### src/include/booth_mul_macros.svh
`ifndef BOOTH_MUL_MACROS_SVH
`define BOOTH_MUL_MACROS_SVH

// ******************************
// widths fixed by the isa
// ******************************

// register width of the core
`define XLEN 64
// low word used by mulw
`define WLEN 32

// operand after sign or zero extension
// two extra bits keep the radix-4 step count whole
`define EXT_W 66

// ******************************
// iteration counts
// ******************************

// radix-4 steps, one per two extended bits
`define STEPS_D 33
`define STEPS_W 17
// wide enough for STEPS_D
`define CNT_W 6

`endif
### src/logic/mul_ctrl_pkg.sv
`include "booth_mul_macros.svh"

package mul_ctrl_pkg;

	// controller states
	// busy covers the steps and the two drain cycles
	typedef enum logic [1:0] {
		idle = 2'b00,
		busy = 2'b01,
		done = 2'b10
	} mul_state_t;

	// bit 0 set for a signed multiplicand
	// bit 1 set for a signed multiplier
	typedef logic [1:0] sign_mode_t;

	// remaining radix-4 steps
	typedef logic [`CNT_W-1:0] step_cnt_t;

endpackage

### src/logic/mul_data_pkg.sv
`include "booth_mul_macros.svh"

package mul_data_pkg;

	// ******************************
	// datapath vectors
	// ******************************

	// one register operand or one result half
	typedef logic [`XLEN-1:0] xlen_t;

	// operand after extension
	// full operand plus two bits, or low word plus thirty four
	typedef logic [`EXT_W-1:0] ext_t;

	// partial product
	// one bit more than the operand for the x2 digit
	typedef logic [`EXT_W:0] pp_t;

	// shift-add accumulator
	// top part takes the partial product, bottom part collects shifted bits
	typedef logic [2*`EXT_W-1:0] acc_t;

	// full product as seen by the result halves
	typedef logic [2*`XLEN-1:0] prod_t;

endpackage

### src/logic/mul_step_if.sv
`timescale 1ns/100ps

// strobes from the controller to the datapath
interface mul_step_if;

	// latch operands on the next edge
	logic load;

	// one booth step on the next edge
	logic step;

	// zero the accumulator
	// also used to cancel a pending result on flush
	logic clear;

	// word mode of the running operation
	logic word;

	// ******************************
	// views
	// ******************************

	// controller side
	modport ctrl (
		output load,
		output step,
		output clear,
		output word
	);

	// datapath side
	modport dp (
		input load,
		input step,
		input clear,
		input word
	);

endinterface

### src/logic/booth_mul_top.sv
`timescale 1ns/100ps

module booth_mul_top import mul_data_pkg::*; import mul_ctrl_pkg::*; (
	input logic clk,
	input logic rst,
	input logic mul_valid,
	input logic flush,
	input logic mulw,
	input sign_mode_t mul_signed,
	input xlen_t mulcand,
	input xlen_t muler,
	output logic mul_ready,
	output logic out_valid,
	output xlen_t result_hi,
	output xlen_t result_lo
);

	// strobes from the controller
	mul_step_if step_bus ();

	// datapath wires
	ext_t mcand_ext;
	logic [2:0] booth_bits;
	pp_t pp;

	// ******************************
	// control
	// ******************************

	mul_ctrl i_mul_ctrl (
		.clk(clk),
		.rst(rst),
		.mul_valid(mul_valid),
		.flush(flush),
		.mulw(mulw),
		.mul_ready(mul_ready),
		.out_valid(out_valid),
		.step_bus(step_bus)
	);

	// ******************************
	// datapath
	// ******************************

	operand_prep i_operand_prep (
		.clk(clk),
		.rst(rst),
		.step_bus(step_bus),
		.mulcand(mulcand),
		.muler(muler),
		.mul_signed(mul_signed),
		.mcand_ext(mcand_ext),
		.booth_bits(booth_bits)
	);

	booth_select i_booth_select (
		.mcand_ext(mcand_ext),
		.booth_bits(booth_bits),
		.pp(pp)
	);

	product_accum i_product_accum (
		.clk(clk),
		.rst(rst),
		.step_bus(step_bus),
		.pp(pp),
		.result_hi(result_hi),
		.result_lo(result_lo)
	);

endmodule

### src/logic/mul_ctrl.sv
`timescale 1ns/100ps

`include "booth_mul_macros.svh"

module mul_ctrl import mul_ctrl_pkg::*; (
	input logic clk,
	input logic rst,
	input logic mul_valid,
	input logic flush,
	input logic mulw,
	output logic mul_ready,
	output logic out_valid,
	mul_step_if.ctrl step_bus
);

	mul_state_t state;

	// steps still to issue
	step_cnt_t cnt;

	// registered step strobe, one cycle behind the count
	logic step_r;

	// mode of the running operation
	logic word_q;

	// new operation taken this cycle
	logic accept;

	assign accept = (state == idle) && mul_valid;

	// ******************************
	// fsm and step counter
	// ******************************

	always_ff @(posedge clk) begin
		if (rst) begin
			state <= idle;
			cnt <= '0;
			step_r <= 1'b0;
			word_q <= 1'b0;
		end else begin
			case (state)
				idle: begin
					if (accept) begin
						state <= busy;
						cnt <= mulw ? step_cnt_t'(`STEPS_W) : step_cnt_t'(`STEPS_D);
						word_q <= mulw;
					end
				end
				busy: begin
					if (flush) begin
						// abandon the operation
						state <= idle;
						cnt <= '0;
						step_r <= 1'b0;
					end else if (cnt != '0) begin
						cnt <= cnt - 1'b1;
						step_r <= 1'b1;
					end else begin
						step_r <= 1'b0;
						// leave once the last step has drained
						if (!step_r) begin
							state <= done;
						end
					end
				end
				done: state <= idle;
				default: state <= idle;
			endcase
		end
	end

	// ******************************
	// outputs
	// ******************************

	assign mul_ready = (state == idle);
	assign out_valid = (state == done);

	// datapath strobes
	assign step_bus.load = accept;
	// flush also blocks the result write
	assign step_bus.clear = accept || (flush && state != idle);
	assign step_bus.step = step_r && !flush;
	// mode follows mulw until accepted
	assign step_bus.word = (state == idle) ? mulw : word_q;

	// ready is only given back after the result cycle
	ready_valid_excl_a: assert property (@(posedge clk) disable iff (rst)
		!(mul_ready && out_valid));

	// single cycle result pulse
	valid_pulse_a: assert property (@(posedge clk) disable iff (rst)
		out_valid |=> !out_valid);

	// counter holds at zero until the next accept
	cnt_no_wrap_a: assert property (@(posedge clk) disable iff (rst)
		(state != idle && cnt == '0) |=> (cnt == '0));

endmodule

### src/logic/product_accum.sv
`timescale 1ns/100ps

`include "booth_mul_macros.svh"

module product_accum import mul_data_pkg::*; (
	input logic clk,
	input logic rst,
	mul_step_if.dp step_bus,
	input pp_t pp,
	output xlen_t result_hi,
	output xlen_t result_lo
);

	// running sum
	acc_t acc;

	// arithmetic shift of the old sum
	acc_t acc_sh;

	// sum after this step
	acc_t acc_next;

	// step seen in the previous cycle
	logic step_d;

	// product view of the accumulator
	prod_t prod;

	// low word of a mulw product
	logic [`WLEN-1:0] word_lo;

	// ******************************
	// shift and add
	// ******************************

	// shift first, then add at a fixed offset
	// after the last step the 64-bit product sits at bit 0
	assign acc_sh = acc_t'($signed(acc) >>> 2);
	assign acc_next = acc_sh + {pp[`EXT_W], pp, {`XLEN{1'b0}}};

	always_ff @(posedge clk) begin
		if (step_bus.clear) begin
			acc <= '0;
		end else if (step_bus.step) begin
			acc <= acc_next;
		end
	end

	// ******************************
	// result formatting
	// ******************************

	assign prod = acc[2*`XLEN-1:0];

	// word mode runs fewer steps
	// so its product ends up XLEN-WLEN bits higher
	assign word_lo = acc[`XLEN-1 -: `WLEN];

	// results latch on the cycle after the last step
	// clear in that cycle means the operation was flushed
	always_ff @(posedge clk) begin
		if (rst) begin
			step_d <= 1'b0;
			result_hi <= '0;
			result_lo <= '0;
		end else begin
			step_d <= step_bus.step;
			if (step_d && !step_bus.step && !step_bus.clear) begin
				if (step_bus.word) begin
					// mulw gives the sign extended low word
					result_hi <= '0;
					result_lo <= {{(`XLEN - `WLEN){word_lo[`WLEN-1]}}, word_lo};
				end else begin
					result_hi <= prod[2*`XLEN-1:`XLEN];
					result_lo <= prod[`XLEN-1:0];
				end
			end
		end
	end

endmodule

### src/logic/booth_select.sv
`timescale 1ns/100ps

`include "booth_mul_macros.svh"

module booth_select import mul_data_pkg::*; (
	input ext_t mcand_ext,
	input logic [2:0] booth_bits,
	output pp_t pp
);

	// digit decode
	logic one;
	logic two;
	logic neg;

	// magnitude before the sign is applied
	pp_t mag;

	// ******************************
	// radix-4 recoding
	// ******************************

	// 001 010 101 110 give magnitude one
	assign one = booth_bits[1] ^ booth_bits[0];

	// 011 and 100 give magnitude two
	assign two = (booth_bits == 3'b011) || (booth_bits == 3'b100);

	// upper bit set means negative
	// 111 negates a zero magnitude
	assign neg = booth_bits[2];

	// ******************************
	// partial product
	// ******************************

	always_comb begin
		mag = '0;
		if (one) begin
			// sign extend by one bit
			mag = {mcand_ext[`EXT_W-1], mcand_ext};
		end else if (two) begin
			// x2 by shifting left
			mag = {mcand_ext, 1'b0};
		end
	end

	// two's complement negate
	// the +1 is folded into this sum so the accumulator needs no carry in
	assign pp = (neg ? ~mag : mag) + pp_t'(neg);

	// zero digits must leave the accumulator untouched
	// 111 relies on the negate wrapping to zero
	always_comb begin
		if (booth_bits == 3'b000 || booth_bits == 3'b111) begin
			zero_digit_a: assert final (pp == '0);
		end
	end

endmodule

### src/logic/operand_prep.sv
`timescale 1ns/100ps

`include "booth_mul_macros.svh"

module operand_prep import mul_data_pkg::*; import mul_ctrl_pkg::*; (
	input logic clk,
	input logic rst,
	mul_step_if.dp step_bus,
	input xlen_t mulcand,
	input xlen_t muler,
	input sign_mode_t mul_signed,
	output ext_t mcand_ext,
	output logic [2:0] booth_bits
);

	// registered multiplicand, stable for the whole operation
	ext_t mcand_q;

	// multiplier with a zero appended below bit 0
	// the low three bits form the current booth group
	logic [`EXT_W:0] mul_sr;

	// ******************************
	// operand extension
	// ******************************

	// word mode looks only at the low word
	// sign bit copied up when that operand is signed
	function automatic ext_t extend(input xlen_t v, input logic word, input logic sgn);
		ext_t r;
		if (word) begin
			r = {{(`EXT_W - `WLEN){sgn & v[`WLEN-1]}}, v[`WLEN-1:0]};
		end else begin
			r = {{(`EXT_W - `XLEN){sgn & v[`XLEN-1]}}, v};
		end
		return r;
	endfunction

	// ******************************
	// registers
	// ******************************

	// multiplicand captured at accept
	always_ff @(posedge clk) begin
		if (step_bus.load) begin
			mcand_q <= extend(mulcand, step_bus.word, mul_signed[0]);
		end
	end

	// multiplier shift register
	// cleared on reset so the first group decodes as a zero digit
	always_ff @(posedge clk) begin
		if (rst) begin
			mul_sr <= '0;
		end else if (step_bus.load) begin
			mul_sr <= {extend(muler, step_bus.word, mul_signed[1]), 1'b0};
		end else if (step_bus.step) begin
			// next overlapping group of three
			mul_sr <= mul_sr >> 2;
		end
	end

	assign mcand_ext = mcand_q;
	assign booth_bits = mul_sr[2:0];

endmodule

### config.mk
export PLATFORM = sky130hd
export DESIGN_NAME = booth_mul_top
export DESIGN_NICKNAME = d
export VERILOG_FILES = /design/src/logic/mul_ctrl_pkg.sv /design/src/logic/mul_data_pkg.sv /design/src/logic/mul_step_if.sv /design/src/logic/booth_mul_top.sv /design/src/logic/mul_ctrl.sv /design/src/logic/product_accum.sv /design/src/logic/booth_select.sv /design/src/logic/operand_prep.sv
export VERILOG_INCLUDE_DIRS = /design/src /design/src/include
export SDC_FILE = /design/constraint.sdc
export NUM_CORES = 1
export LEC_CHECK = 0
export BUFFER_PORTS_ARGS = -buffer_cell sky130_fd_sc_hd__clkbuf_2
export CORE_MARGIN = 3
export CORE_UTILIZATION = 42
export CTS_CLUSTER_DIAMETER = 150
export DETAILED_ROUTE_END_ITERATION = 10
export PLACE_DENSITY = 0.62
export SYNTH_ARGS = -nofsm -noshare
export SYNTH_HDL_FRONTEND = slang
export SYNTH_SLANG_ARGS = --single-unit
### constraint.sdc
create_clock -name clk -period 5.5 [get_ports clk]
set_input_delay 1.1 -clock clk [delete_from_list [all_inputs] [get_ports clk]]
set_output_delay 1.1 -clock clk [all_outputs]
set_load 0.05 [all_outputs]
## Word-level counts from Yosys, hierarchy flattened

Cells that the tools add are included.

| word-level totals | value |
|---|---|
| flip-flop bits (word level) | 404 |
| output and inout port bits | 130 |
| logic and storage cells | 69 |
| input bits | 135 |

| operators by class | value |
|---|---|
| bitwise operators | 6 |
| multiplexer cells | 22 |
| equal/unequal tests | 8 |
| reductions and logical operators | 19 |
| add/subtract/negate cells | 3 |

Operators by type and width:

| kind | number |
|---|---|
| 67-bit 2-to-1 mux | 5 |
| 130-bit by 131-bit adder with 132-bit output | 1 |
| 66-bit 2-to-1 mux | 2 |
| 67-bit by 1-bit adder with 67-bit output | 1 |
| 67-bit inverter | 1 |
| 64-bit 2-to-1 mux | 1 |
| 63-bit 2-to-1 mux | 1 |
| 6-bit 2-to-1 mux | 4 |
| 6-bit case mux with 2 select lines | 1 |
| 2-bit 2-to-1 mux | 4 |
| 3-bit inequality test, second input constant | 2 |
| 3-bit AND reduction | 2 |
| 2-bit nonzero test | 3 |
| 6-bit nonzero test | 1 |
| 6-bit by 1-bit subtractor with 6-bit output, second input constant | 1 |
| 1-bit logical AND | 5 |
| 1-bit AND | 4 |
| 2-bit case mux with 2 select lines | 1 |
| 3-bit by 2-bit equality test with 1-bit output, second input constant | 1 |
| 3-bit equality test, second input constant | 1 |
| 1-bit zero test | 3 |
| 1-bit 2-to-1 mux | 3 |
| 3-bit by 2-bit inequality test with 1-bit output, second input constant | 1 |
| 2-bit by 1-bit equality test with 1-bit output, second input constant | 1 |
| other kinds (7) | 8 |

## Longest topological paths before layout

Gate-level depths: netlist of the first run.

| depth | value |
|---|---|
| depth in word-level cells | 8 |
| depth in mapped cells | 31 |
| depth with buffers taken out | 22 |

## Cells and area by module

From an unflattened synthesis of the first run, not the netlist that was laid out.

| unflattened totals | value |
|---|---|
| cells, all modules | 2762 |
| area, all modules | 23921.7 um^2 |

Modules (own cells, without submodules):

| module | seq. area each (um^2) | area an instance (um^2) | cells an instance | instances |
|---|---|---|---|---|
| product_accum | 5225.0 | 13569.3 | 1601 | 1 |
| operand_prep | 3273.1 | 5681.7 | 473 | 1 |
| booth_select | 0.0 | 4027.6 | 619 | 1 |
| mul_ctrl | 200.2 | 643.1 | 69 | 1 |

## Worst setup path after synthesis of the first run

OpenSTA, ideal clock, no wires.

| timing path | value |
|---|---|
| path type | register to register |
| start point | register i_operand_prep.mul_sr[0] |
| end point | register i_product_accum.acc[128] |
| library setup time | 117 ps |
| slack | -300 ps |
| data arrival time | 5682 ps |
| buffers on the path | 9 |
| data required time | 5383 ps |
| clock period less this slack | 5800 ps |
| cell stages (with the launch flop) | 32 |
| cell sequence | dfxtp_1 -> inv_1 -> ha_1 -> buf_4 -> buf_6 -> buf_2 -> buf_2 -> buf_2 -> buf_2 -> clkbuf_1 -> nand2_1 -> ha_1 -> inv_1 -> a211o_1 -> nor4_4 -> and2_4 -> nand4_2 -> or2_1 -> buf_6 -> nor3_2 -> xnor2_1 -> ha_1 -> clkbuf_1 -> a21oi_1 -> o21bai_1 -> a21oi_1 -> o21bai_1 -> a21o_1 -> a2111o_1 -> o311ai_0 -> nand4b_1 -> a32o_1 |

| between the ends | value |
|---|---|
| longest elaborated chain between the ends | 8 |
| elaborated cells between the ends (all ways) | 10 |
| those cells by class | add/sub: 2; eq/ne: 2; mux: 3; bitwise: 2; reduce/logical: 1 |

RTL lines:

| what | line | text |
|---|---|---|
| from (decl) | operand_prep.sv:21 | `` logic [`EXT_W:0] mul_sr; `` |
| from (signal assigned) | operand_prep.sv:56 | `mul_sr <= {extend(muler, step_bus.word, mul_signed[1]), 1'b0};` |
| from (signal assigned) | operand_prep.sv:59 | `mul_sr <= mul_sr >> 2;` |
| 3-bit by 2-bit equality test with 1-bit output / 3-bit equality test (equally long branches) | booth_select.sv:27 | `assign two = (booth_bits == 3'b011) \|\| (booth_bits == 3'b100);` |
| 1-bit logical OR | booth_select.sv:27 |  |
| 67-bit 2-to-1 mux | booth_select.sv:42 | `end else if (two) begin` |
| 67-bit 2-to-1 mux (*) | booth_select.sv:39 | `if (one) begin` |
| 67-bit inverter | booth_select.sv:50 | `assign pp = (neg ? ~mag : mag) + pp_t'(neg);` |
| 67-bit 2-to-1 mux (*) | booth_select.sv:50 |  |
| 67-bit by 1-bit adder with 67-bit output (*) | booth_select.sv:50 |  |
| 130-bit by 131-bit adder with 132-bit output (*) | product_accum.sv:39 | `` assign acc_next = acc_sh + {pp[`EXT_W], pp, {`XLEN{1'b0}}}; `` |
| to (signal assigned) | product_accum.sv:45 | `acc <= acc_next;` |
| to (decl) | product_accum.sv:15 | `acc_t acc;` |

Every way passes the cells marked *; elsewhere a longest branch is shown, timed or not.
A chain may end at the register's enable or synchronous reset.

## Worst setup path in the final report of the first run

| timing path | value |
|---|---|
| start point | register i_operand_prep.mul_sr[0] |
| end point | register i_product_accum.acc[129] |

The elaborated chain is that of the path after synthesis.

==> metrics, run 1 <==
die area 57070 sq um; post-route clock period utilization 0.9713; area grow syn2layout 19.12%; Starting Density 0.4292; share of layout cells above drive strength 1 0.1785; VDD IR max 252.5 uV; CP Cell Sequence inv_1 -> ha_4 -> buf_12 -> nand3b_1 -> a21oi_1 -> or4_4 -> buf_4 -> nor4_4 -> buf_4 -> nand3_1 -> xnor2_1 -> ha_1 -> o2111ai_1 -> o221ai_1 -> a21oi_1 -> o21ai_2 -> o31ai_1 -> buf_4 -> a21bo_2 -> o31a_1 -> or4_1 -> nand3_1; CP endpoint kind flop; Skew-Pair Late Insertion Delay 600 ps; first-pass GRT wire length 113.9 mm; Sw Share 0.2972; worst slack, placed -24.95 ps; Fin. Hold Viols 0; warning count from the yosys run 0; Max Clk Rate 187.2 MHz; Via-to-Cell Ratio between 5 and 6; dpl hpwl 52.32 mm; total chip power 7.750 mW; Rows 84; Worst EP required about 6000 ps; setup ws final between 150 and 200 ps; all-layer global routing usage 0.2475; Routed wire per std cell 19.09 um; pins over their slew limit 0; Power Dens Cells 285.6 nW/um^2; placed inst area about 25000 sq um; Die X 238.9 um; dpl cells 3790; CTS Root Cell clkbuf_16; CTS clk-pin slew, worst paths 70 ps; final setup skew 28.08 ps; Routability Congestion 0.9795; Pint 5.447 mW; IO buf count 264; die height 238.9 um; post-synthesis sequential area ratio 0.3818; Yosys reg bits between 400 and 500; fillers 5128; initial antenna violation count 5; vias in the first global route 20736; Comb power frac 0.188; main flop type after synthesis dfxtp_1; switching power 2.303 mW; Worst Reg2Reg Path Length in Cells 22; Critical Setup Path Class flop to flop; area of the multi-input gates 13350 sq um; Post-synth EDFFs 65; Non-Filler Instances 3893; cell area after layout between 20000 and 30000 sq um; Worst-Margin Slew 1283 ps; outcome finished, final reports clean; core area around 53000 sq um; Tmin final roughly 5300 ps; drt total wl between 70 and 80 mm; Clock power frac 0.399; Post-DRT Antenna Nets 0; Pre-antenna DRT Iters 5; Synth Cell Area 22780 sq um; startpoint type of the worst setup path flop; CP max FO 17; CTS H-tree lvls 2; Mapped Cells around 3000; async set-or-reset flop fraction in the synthesized netlist 0; Leakage Power 10.57 nW; clk sinks roughly 400; Hold Path Class flop to flop; fraction of power consumed by sequential logic 0.413; clock tree buffer depth 3; largest net degree at the start of global routing about 110; Critical-path top delay cell or4_4; maxcap violations 0; initial drt markers 1776; via count 22212; library cells used by synthesis 80; Worst EP arrival 5870 ps; Mean Syn Cell Area a little under 8 sq um; Slew headroom 0.1444; Num CTS Buffers 45; final setup vio count 0; total grt overflow 0; delay of the slowest critical-path stage roughly 570 ps; post-synth net total roughly 3200; Total Nets Final 3378; I/O pins between 200 and 300; Hold Path Cell Cnt 2; Register Area just under 9000 sq um; Crit path top cell by count buf_4; CTS tree yes; WHS 445.6 ps; Residual DRC 0
layer usage:
| metal | vias up | track usage | wire length (um) |
|---|---|---|---|
| met5 | - | 0 | 13 |
| met4 | 2 | 0.08008 | 2173 |
| met3 | 123 | 0.05007 | 5313 |
| met2 | 757 | 0.3933 | 33750 |
| met1 | 10452 | 0.3384 | 33070 |
| li1 | 10878 | - | - |
state kept, by name (all words and copies together), names as in the netlist:
name	cells
i_mul_ctrl.cnt	6
i_mul_ctrl.step_r	1
i_mul_ctrl.word_q	1
i_operand_prep.mul_sr	66
i_mul_ctrl.state	2
i_operand_prep.mcand_ext	65
i_product_accum.acc	132
i_product_accum.result_lo	64
i_product_accum.result_hi	64
i_product_accum.step_d	1
worst max-delay path, delay by kind of cell (launching register included):
| kind | cells | cell delay (ps) |
|---|---|---|
| XOR/XNOR | 1 | 140 |
| AND/OR/NAND/NOR | 6 | 1480 |
| flip-flops | 1 | 340 |
| buffers and inverters | 5 | 790 |
| AO/OA/AOI/OAI | 8 | 1730 |
| adder cells (fa/ha/maj) | 2 | 780 |
timing repair:
item	CTS	global route
endpoints found under the setup margin	3	27
pin swaps	1	21
gates resized for setup	2	70
hold buffers	0	0
setup buffers	1	14
cloned	0	4
endpoints found under the hold margin	0	0
worst paths after layout:
| check | from | to | slack [ps] |
|---|---|---|---|
| setup reg to reg | i_operand_prep.mul_sr[0] | i_product_accum.acc[129] | 160 |
| hold reg to reg | i_product_accum.result_hi[45] | i_product_accum.result_hi[45] | 450 |
| setup / recovery | i_operand_prep.mul_sr[0] | i_product_accum.acc[129] | 160 |
| hold / removal | i_product_accum.result_hi[45] | i_product_accum.result_hi[45] | 450 |
power by group through the flow:
| stage | combinational (mW) | clock, mW | sequential, mW |
|---|---|---|---|
| global placement | 1.36 | 0 | 3.26 |
| CTS | 1.38 | 3.17 | 3.20 |
| global route | 1.59 | 3.29 | 3.21 |
| floorplan | 0.941 | 0 | 3.25 |
| detailed placement | 1.37 | 0 | 3.26 |
| finish | 1.46 | 3.09 | 3.20 |
synthesized netlist by cell type (40+ instances only):
cell      instances  area share
xnor2_1          87       0.033
ha_1             74       0.041
xor2_1           40       0.015
clkbuf_1        182       0.030
edfxtp_1         65       0.086
a21o_1           72       0.024
a21oi_1         427       0.094
nor2_1          230       0.038
o21ai_0         128       0.028
nand3_1         119       0.026
dfxtp_1         337        0.30
nand2_1         592       0.098
a211oi_1         80       0.026
cell families after synthesis:
family	Yosys count	share of synthesized area
xor gates and xnor gates	127	0.04883
muxes	40	0.01774
DFF	402	0.3818
and+or+nand+nor	1140	0.2222
adders and majority gates	75	0.04152
buffers and inverters	273	0.05015
AOI/OAI and AO/OA	893	0.2378
area by class of cell:
class                   instances  area share
inverters                      41    0.005763
multi-input cells            2275      0.4921
clock inverters                18    0.008437
repair buffers                403     0.09327
clock buffers                  65     0.04800
flip-flops and latches        402      0.3206
diodes                          1  0.00009221
well taps                     688     0.03172
metrics by stage:
| step | TNS [ps] | util |
|---|---|---|
| after floorplan | -5.561 | - |
| after global placement | 0 | 0.4724 |
| final | 0 | 0.5113 |
| after detailed placement | -24.95 | 0.4724 |
| after global routing | -190.8 | 0.5113 |
| after CTS | 0 | 0.5016 |
layout by cell type (no fill, tap or decap), types with 11 or more instances in the layout:
cell,count
nand2_1,588
a21oi_1,422
dfxtp_1,335
clkbuf_2,263
nor2_1,227
buf_4,124
o21ai_0,121
nand3_1,118
xnor2_1,84
a211oi_1,78
a21o_1,72
edfxtp_1,65
ha_1,64
clkbuf_16,49
xor2_1,39
nand4_1,38
inv_1,38
nand3b_1,37
mux2i_1,36
a311oi_1,32
nor3_1,25
a31oi_1,24
o21bai_1,22
o211a_1,15
and3_1,14
nor2b_1,12
a22oi_1,11
and2_1,11
clkbuf_1,11
(Power assumes the default switching activity.)
==> run 2: changes to the inputs <==
Settings changed: PLACE_DENSITY 0.62 to 0.6.
Clock period 5.5 ns to 6.3 ns, I/O delays scaled along.
==> run 2 against run 1 <==
- first-iteration DRC count is 9.7% lower
- sequential cell count stayed put
- sequential power is 13% lower
- largest cell class unchanged
- worst setup slack better by 230 ps
- die area stayed put
- wire length is 2.8% lower
==> metrics, run 2 (same netlist as run 1, synthesis figures left out) <==
Pre-antenna DRT Iters 5; maxcap violations 0; initial drt markers 1603; Critical-path top delay cell ha_1; area grow syn2layout 14.27%; CTS Root Cell clkbuf_16; share of layout cells above drive strength 1 0.1381; clk sinks 402; Max Clk Rate 169.2 MHz; Hold Path Class flop to flop; Power Dens Cells 257.9 nW/um^2; final setup vio count 0; Routed wire per std cell 19.00 um; most frequent cells in the layout nand2_1 (589), a21oi_1 (427), dfxtp_1 (336); RSZ-0062 raised after global routing no; drt total wl 72.26 mm; Starting Density 0.4292; I/O pins roughly 270; die height 238.9 um; r2r startpoint i_operand_prep.mul_sr[1]; VDD IR max 234.4 uV; Hold Path Cell Cnt 2; Critical Setup Path Class flop to flop; Leakage Power 9.984 nW; Fin Setup TNS 0 ps; Total Nets Final 3286; core area 53080 sq um; WP depth 21; # hold bufs at CTS 0; max reg flops approximately 130; Rows 84; Crit path max-delay family simple AND/OR/NAND/NOR gates; most common cell after layout, fill and taps aside nand2_1; worst reg2reg endpoint i_product_accum.acc[131]; Reg with most FFs i_product_accum.acc; all-layer global routing usage 0.2445; R2R setup slack 390 ps; startpoint type of the worst setup path flop; post-route clock period utilization 0.9384; Num CTS Buffers 46; CP endpoint kind flop; dpl hpwl ~52 mm; total grt overflow 0; Worst Reg2Reg Path Length in Cells 21; pins over their slew limit 0; first-pass GRT wire length 112.8 mm; Tmin final 5912 ps; Worst EP arrival 6330 ps; Fin. Hold Viols 0; CTS tree yes; Worst EP required 6720 ps; Worst Hold Endpoint i_product_accum.result_hi[62]; outcome finished, final reports clean; Post-DRT Antenna Nets 0; Residual DRC 0; via count 21791; vias in the first global route 20196; delay of the slowest critical-path stage 480 ps; Worst-Margin Slew 1247 ps; final setup skew 24.53 ps; CTS H-tree lvls 2; CP max FO 21; CTS clk-pin slew, worst paths roughly 60 ps; Slew headroom 0.1686; die area 57070 sq um; clock tree buffer depth 3; Min-Delay Startpoint i_product_accum.result_hi[62]; Via-to-Cell Ratio 5.730; final core utilization 0.4905; fillers 5221; largest net degree at the start of global routing 97; IO buf count 264; Skew-Pair Late Insertion Delay 600 ps; CP bufs+invs 4; Routability Congestion 0.9668; initial antenna violation count 2; Die X around 240 um; CP Cell Sequence inv_1 -> ha_4 -> buf_6 -> o211a_1 -> nor4_2 -> nand4_1 -> nor4b_1 -> buf_4 -> and4_1 -> and4bb_2 -> nand3b_1 -> xnor2_1 -> ha_1 -> nand4_1 -> or3_1 -> o211ai_1 -> o32ai_1 -> buf_4 -> o31ai_1 -> and4_1 -> a211oi_1
==> run 2: worst max-delay path by stage <==
stage	startpoint	end
after floorplan	i_operand_prep.mul_sr[0]	i_product_accum.acc[128]
after global placement	i_operand_prep.mul_sr[1]	i_product_accum.acc[131]
after detailed placement	i_operand_prep.mul_sr[1]	i_product_accum.acc[127]
after CTS	i_operand_prep.mul_sr[1]	i_product_accum.acc[127]
after global routing	i_operand_prep.mul_sr[1]	i_product_accum.acc[131]
final	i_operand_prep.mul_sr[1]	i_product_accum.acc[131]
==> run 2: through the flow <==
stage          std cells  hold slack [ps]  total power [mW]  setup WS (ps)  cell area [sq um]
2_1_floorplan       2950            432.3             3.653          500.5              22780
3_3_place_gp        3713            439.3             3.958          297.4              24410
3_5_place_dp        3713            444.9             3.972          266.9              24410
4_1_cts             3799            450.6             6.768          214.7              25980
5_1_grt             3802            466.8             7.020          10.51              26030
6_report            3803            448.9             6.715          388.3              26030
==> run 2: worst register-to-register path, delay by kind of cell, from the launching register on <==
kind	cells	cell delay, ps
buffers and inverters	4	620
flip-flops	1	360
AO/OA/AOI/OAI	5	1120
XOR/XNOR	1	150
adder cells (fa/ha/maj)	2	810
AND/OR/NAND/NOR	9	2700
==> run 2: metal layers <==
metal,up-vias,wire length [um],GRT usage
met5,-,0,0
met4,0,1441,0.05846
met3,87,4702,0.04142
met2,676,32520,0.3841
met1,10330,33590,0.3510
li1,10698,-,-
==> run 2: timing repair <==
| item | in CTS | in global routing |
|---|---|---|
| endpoints found under the setup margin | 0 | 13 |
| setup buffers | 0 | 3 |
| gates resized for setup | 0 | 7 |
==> run 2: layout make-up <==
cell class / instances / area [sq um] / share of cell area
Inverter: 41 / 156.4 / 0.006008
Clock inverter: 22 / 271.5 / 0.01043
Tap cell: 688 / 860.8 / 0.03307
Multi-Input combinational cell: 2275 / 13040 / 0.5009
Sequential cell: 402 / 8700 / 0.3342
Timing Repair Buffer: 310 / 1702 / 0.06537
Antenna cell: 1 / 2.502 / 0.00009613
Clock buffer: 64 / 1300 / 0.04994
==> run 2: power breakdown <==
part	internal [mW]	total, mW	switching (mW)
clock	1.63	2.78	1.15
sequential	2.72	2.79	0.0759
combinational	0.382	1.15	0.765
total	4.72	6.71	1.99
==> run 3: changes to the inputs <==
Settings changed: BUFFER_PORTS_ARGS -buffer_cell sky130_fd_sc_hd__clkbuf_2 to unset, DONT_BUFFER_PORTS set to 1, PLACE_DENSITY 0.6 to 0.55.
Clock period 6.3 ns to 6.2 ns, I/O delays scaled along.
==> run 3 against run 2 <==
- combinational power shrank 6%
- count of clock-buffer cells in the layout grew 11
- core utilization shrank 2.3 points
- register-to-register slack lost 80 ps
- via count shrank 5.2%
- non-clock buffer count shrank 259
- largest power group unchanged
- highest routed layer is now met5
==> metrics, run 3 (same netlist as run 1, synthesis figures left out) <==
startpoint type of the worst setup path flop; Total Nets Final approximately 3000; worst reg2reg endpoint i_product_accum.acc[131]; Worst Reg2Reg Path Length in Cells 22; most frequent cells in the layout nand2_1 (589), a21oi_1 (426), dfxtp_1 (336); Hold Path Class flop to flop; via count about 21000; Fin Setup TNS 0 ps; max reg flops 132; Max Clk Rate 169.7 MHz; largest net degree at the start of global routing 204; R2R setup slack approximately 300 ps; Slew headroom 0.1825; final setup skew 13.70 ps; IO buf count 0; r2r startpoint i_operand_prep.mul_sr[1]; die height around 240 um; Starting Density 0.4292; Residual DRC 0; Hold Path Cell Cnt 2; VDD IR max 271.9 uV; total grt overflow 0; Fin. Hold Viols 0; Worst setup startpoint i_operand_prep.mul_sr[1]; Routed wire per std cell roughly 20 um; Via-to-Cell Ratio between 5 and 6; dpl hpwl 50.35 mm; Tmin final 5894 ps; die area 57070 sq um; Pre-antenna DRT Iters 6; CP max FO 27; CTS clk-pin slew, worst paths 60 ps; Worst EP arrival around 6400 ps; maxcap violations 0; Rows 84; core area 53080 sq um; Leakage Power 8.864 nW; Worst EP required 6700 ps; CTS Root Cell clkbuf_16; worst slack, placed -12.50 ps; final setup vio count 0; most common cell after layout, fill and taps aside nand2_1; CTS tree yes; pins over their slew limit 0; vias in the first global route 19372; Worst Hold Endpoint i_product_accum.acc[0]; all-layer global routing usage 0.2419; first-pass GRT wire length 110.6 mm; Worst-Margin Slew 1226 ps; area grow syn2layout 8.914%; Reg with most FFs i_product_accum.acc; initial antenna violation count 11; Post-DRT Antenna Nets 0; Routability Congestion 0.9530; outcome finished, final reports clean; final core utilization 0.4675; initial drt markers 1689; I/O pins 265; Min-Delay Startpoint i_product_accum.acc[0]; share of layout cells above drive strength 1 0.06055; setup ws final 305.5 ps; # hold bufs at CTS 0; clock tree buffer depth 3; Num CTS Buffers 48; Critical Setup Path Class flop to flop; fillers ~5300; CP endpoint kind flop; Power Dens Cells approximately 270 nW/um^2; drt total wl 72.16 mm; Skew-Pair Late Insertion Delay 590 ps; Die X 238.9 um; post-route clock period utilization 0.9507; clk sinks between 400 and 500; WHS 458.4 ps; CTS H-tree lvls 2
[run 3: cell count changes in the layout (fill, tap and decap cells not counted), sizes merged]
cell and delta:
buf +4, clkbuf -252, clkinvlp -1, inv +1, diode +3, bufinv -2
clkinv -7
[run 3: metal layers]
metal	global-route usage	routed length, um	part of all wire
met1	0.3387	33430	0.46
met2	0.3771	32060	0.44
met3	0.05722	5063	0.070
met4	0.05992	1498	0.021
met5	0	100	0.0014
[run 3: what timing repair did]
action                                  in CTS  in global routing
gates resized for setup                      1                 16
setup buffers                                0                  3
endpoints found under the setup margin       1                 18
pin swaps                                    0                  2
[run 3: report_power, final]
group          total (mW)  switching [mW]  internal, mW
clock                2.83            1.15          1.68
combinational        1.08           0.718         0.364
sequential           2.86          0.0942          2.76
[run 3: final cells by class]
cell class / count / area (sq um) / area share
multi-input cells: 2275 / 13070 / 0.5268
flip-flops and latches: 402 / 8700 / 0.3506
clock buffers: 75 / 1445 / 0.05825
well taps: 688 / 860.8 / 0.03469
repair buffers: 51 / 431.7 / 0.01740
inverters: 41 / 156.4 / 0.006304
clock inverters: 13 / 136.4 / 0.005497
diodes: 4 / 10.01 / 0.0004034
[run 3: worst max path at each step]
stage | endpoint | slack, ps | depth (start not counted)
2_1_floorplan | i_product_accum.acc[128] | 400 | 31
3_3_place_gp | i_product_accum.acc[131] | 100 | 22
3_5_place_dp | i_product_accum.acc[131] | -10 | 22
4_1_cts | i_product_accum.acc[131] | 120 | 21
5_1_grt | i_product_accum.acc[126] | -4 | 22
6_report | i_product_accum.acc[131] | 310 | 22
[run 3: worst max-delay path, stage by stage, from the launching register on]
cell and delay (ps):
dfxtp_1 360, inv_1 90, ha_4 320, buf_6 190
buf_16 170, o211a_1 240, nor4_1 440, nand4b_1 400
nor3_2 320, nand4_1 320, nor2_4 290, nand2_1 100
xnor2_1 270, ha_1 390, a21oi_2 340, o21bai_1 100
a21o_1 210, o21ba_2 250, o21ai_0 90, a21oi_1 220
o211ai_1 120, mux2_2 300, a211oi_1 240
[run 3: per-stage QoR]
stage,instances,power (mW),area (sq um)
6_report,3549,6.769,24810
5_1_grt,3545,7.065,24800
4_1_cts,3542,6.822,24690
3_5_place_dp,3454,3.962,23110
3_3_place_gp,3454,3.952,23110
2_1_floorplan,2950,3.712,22780
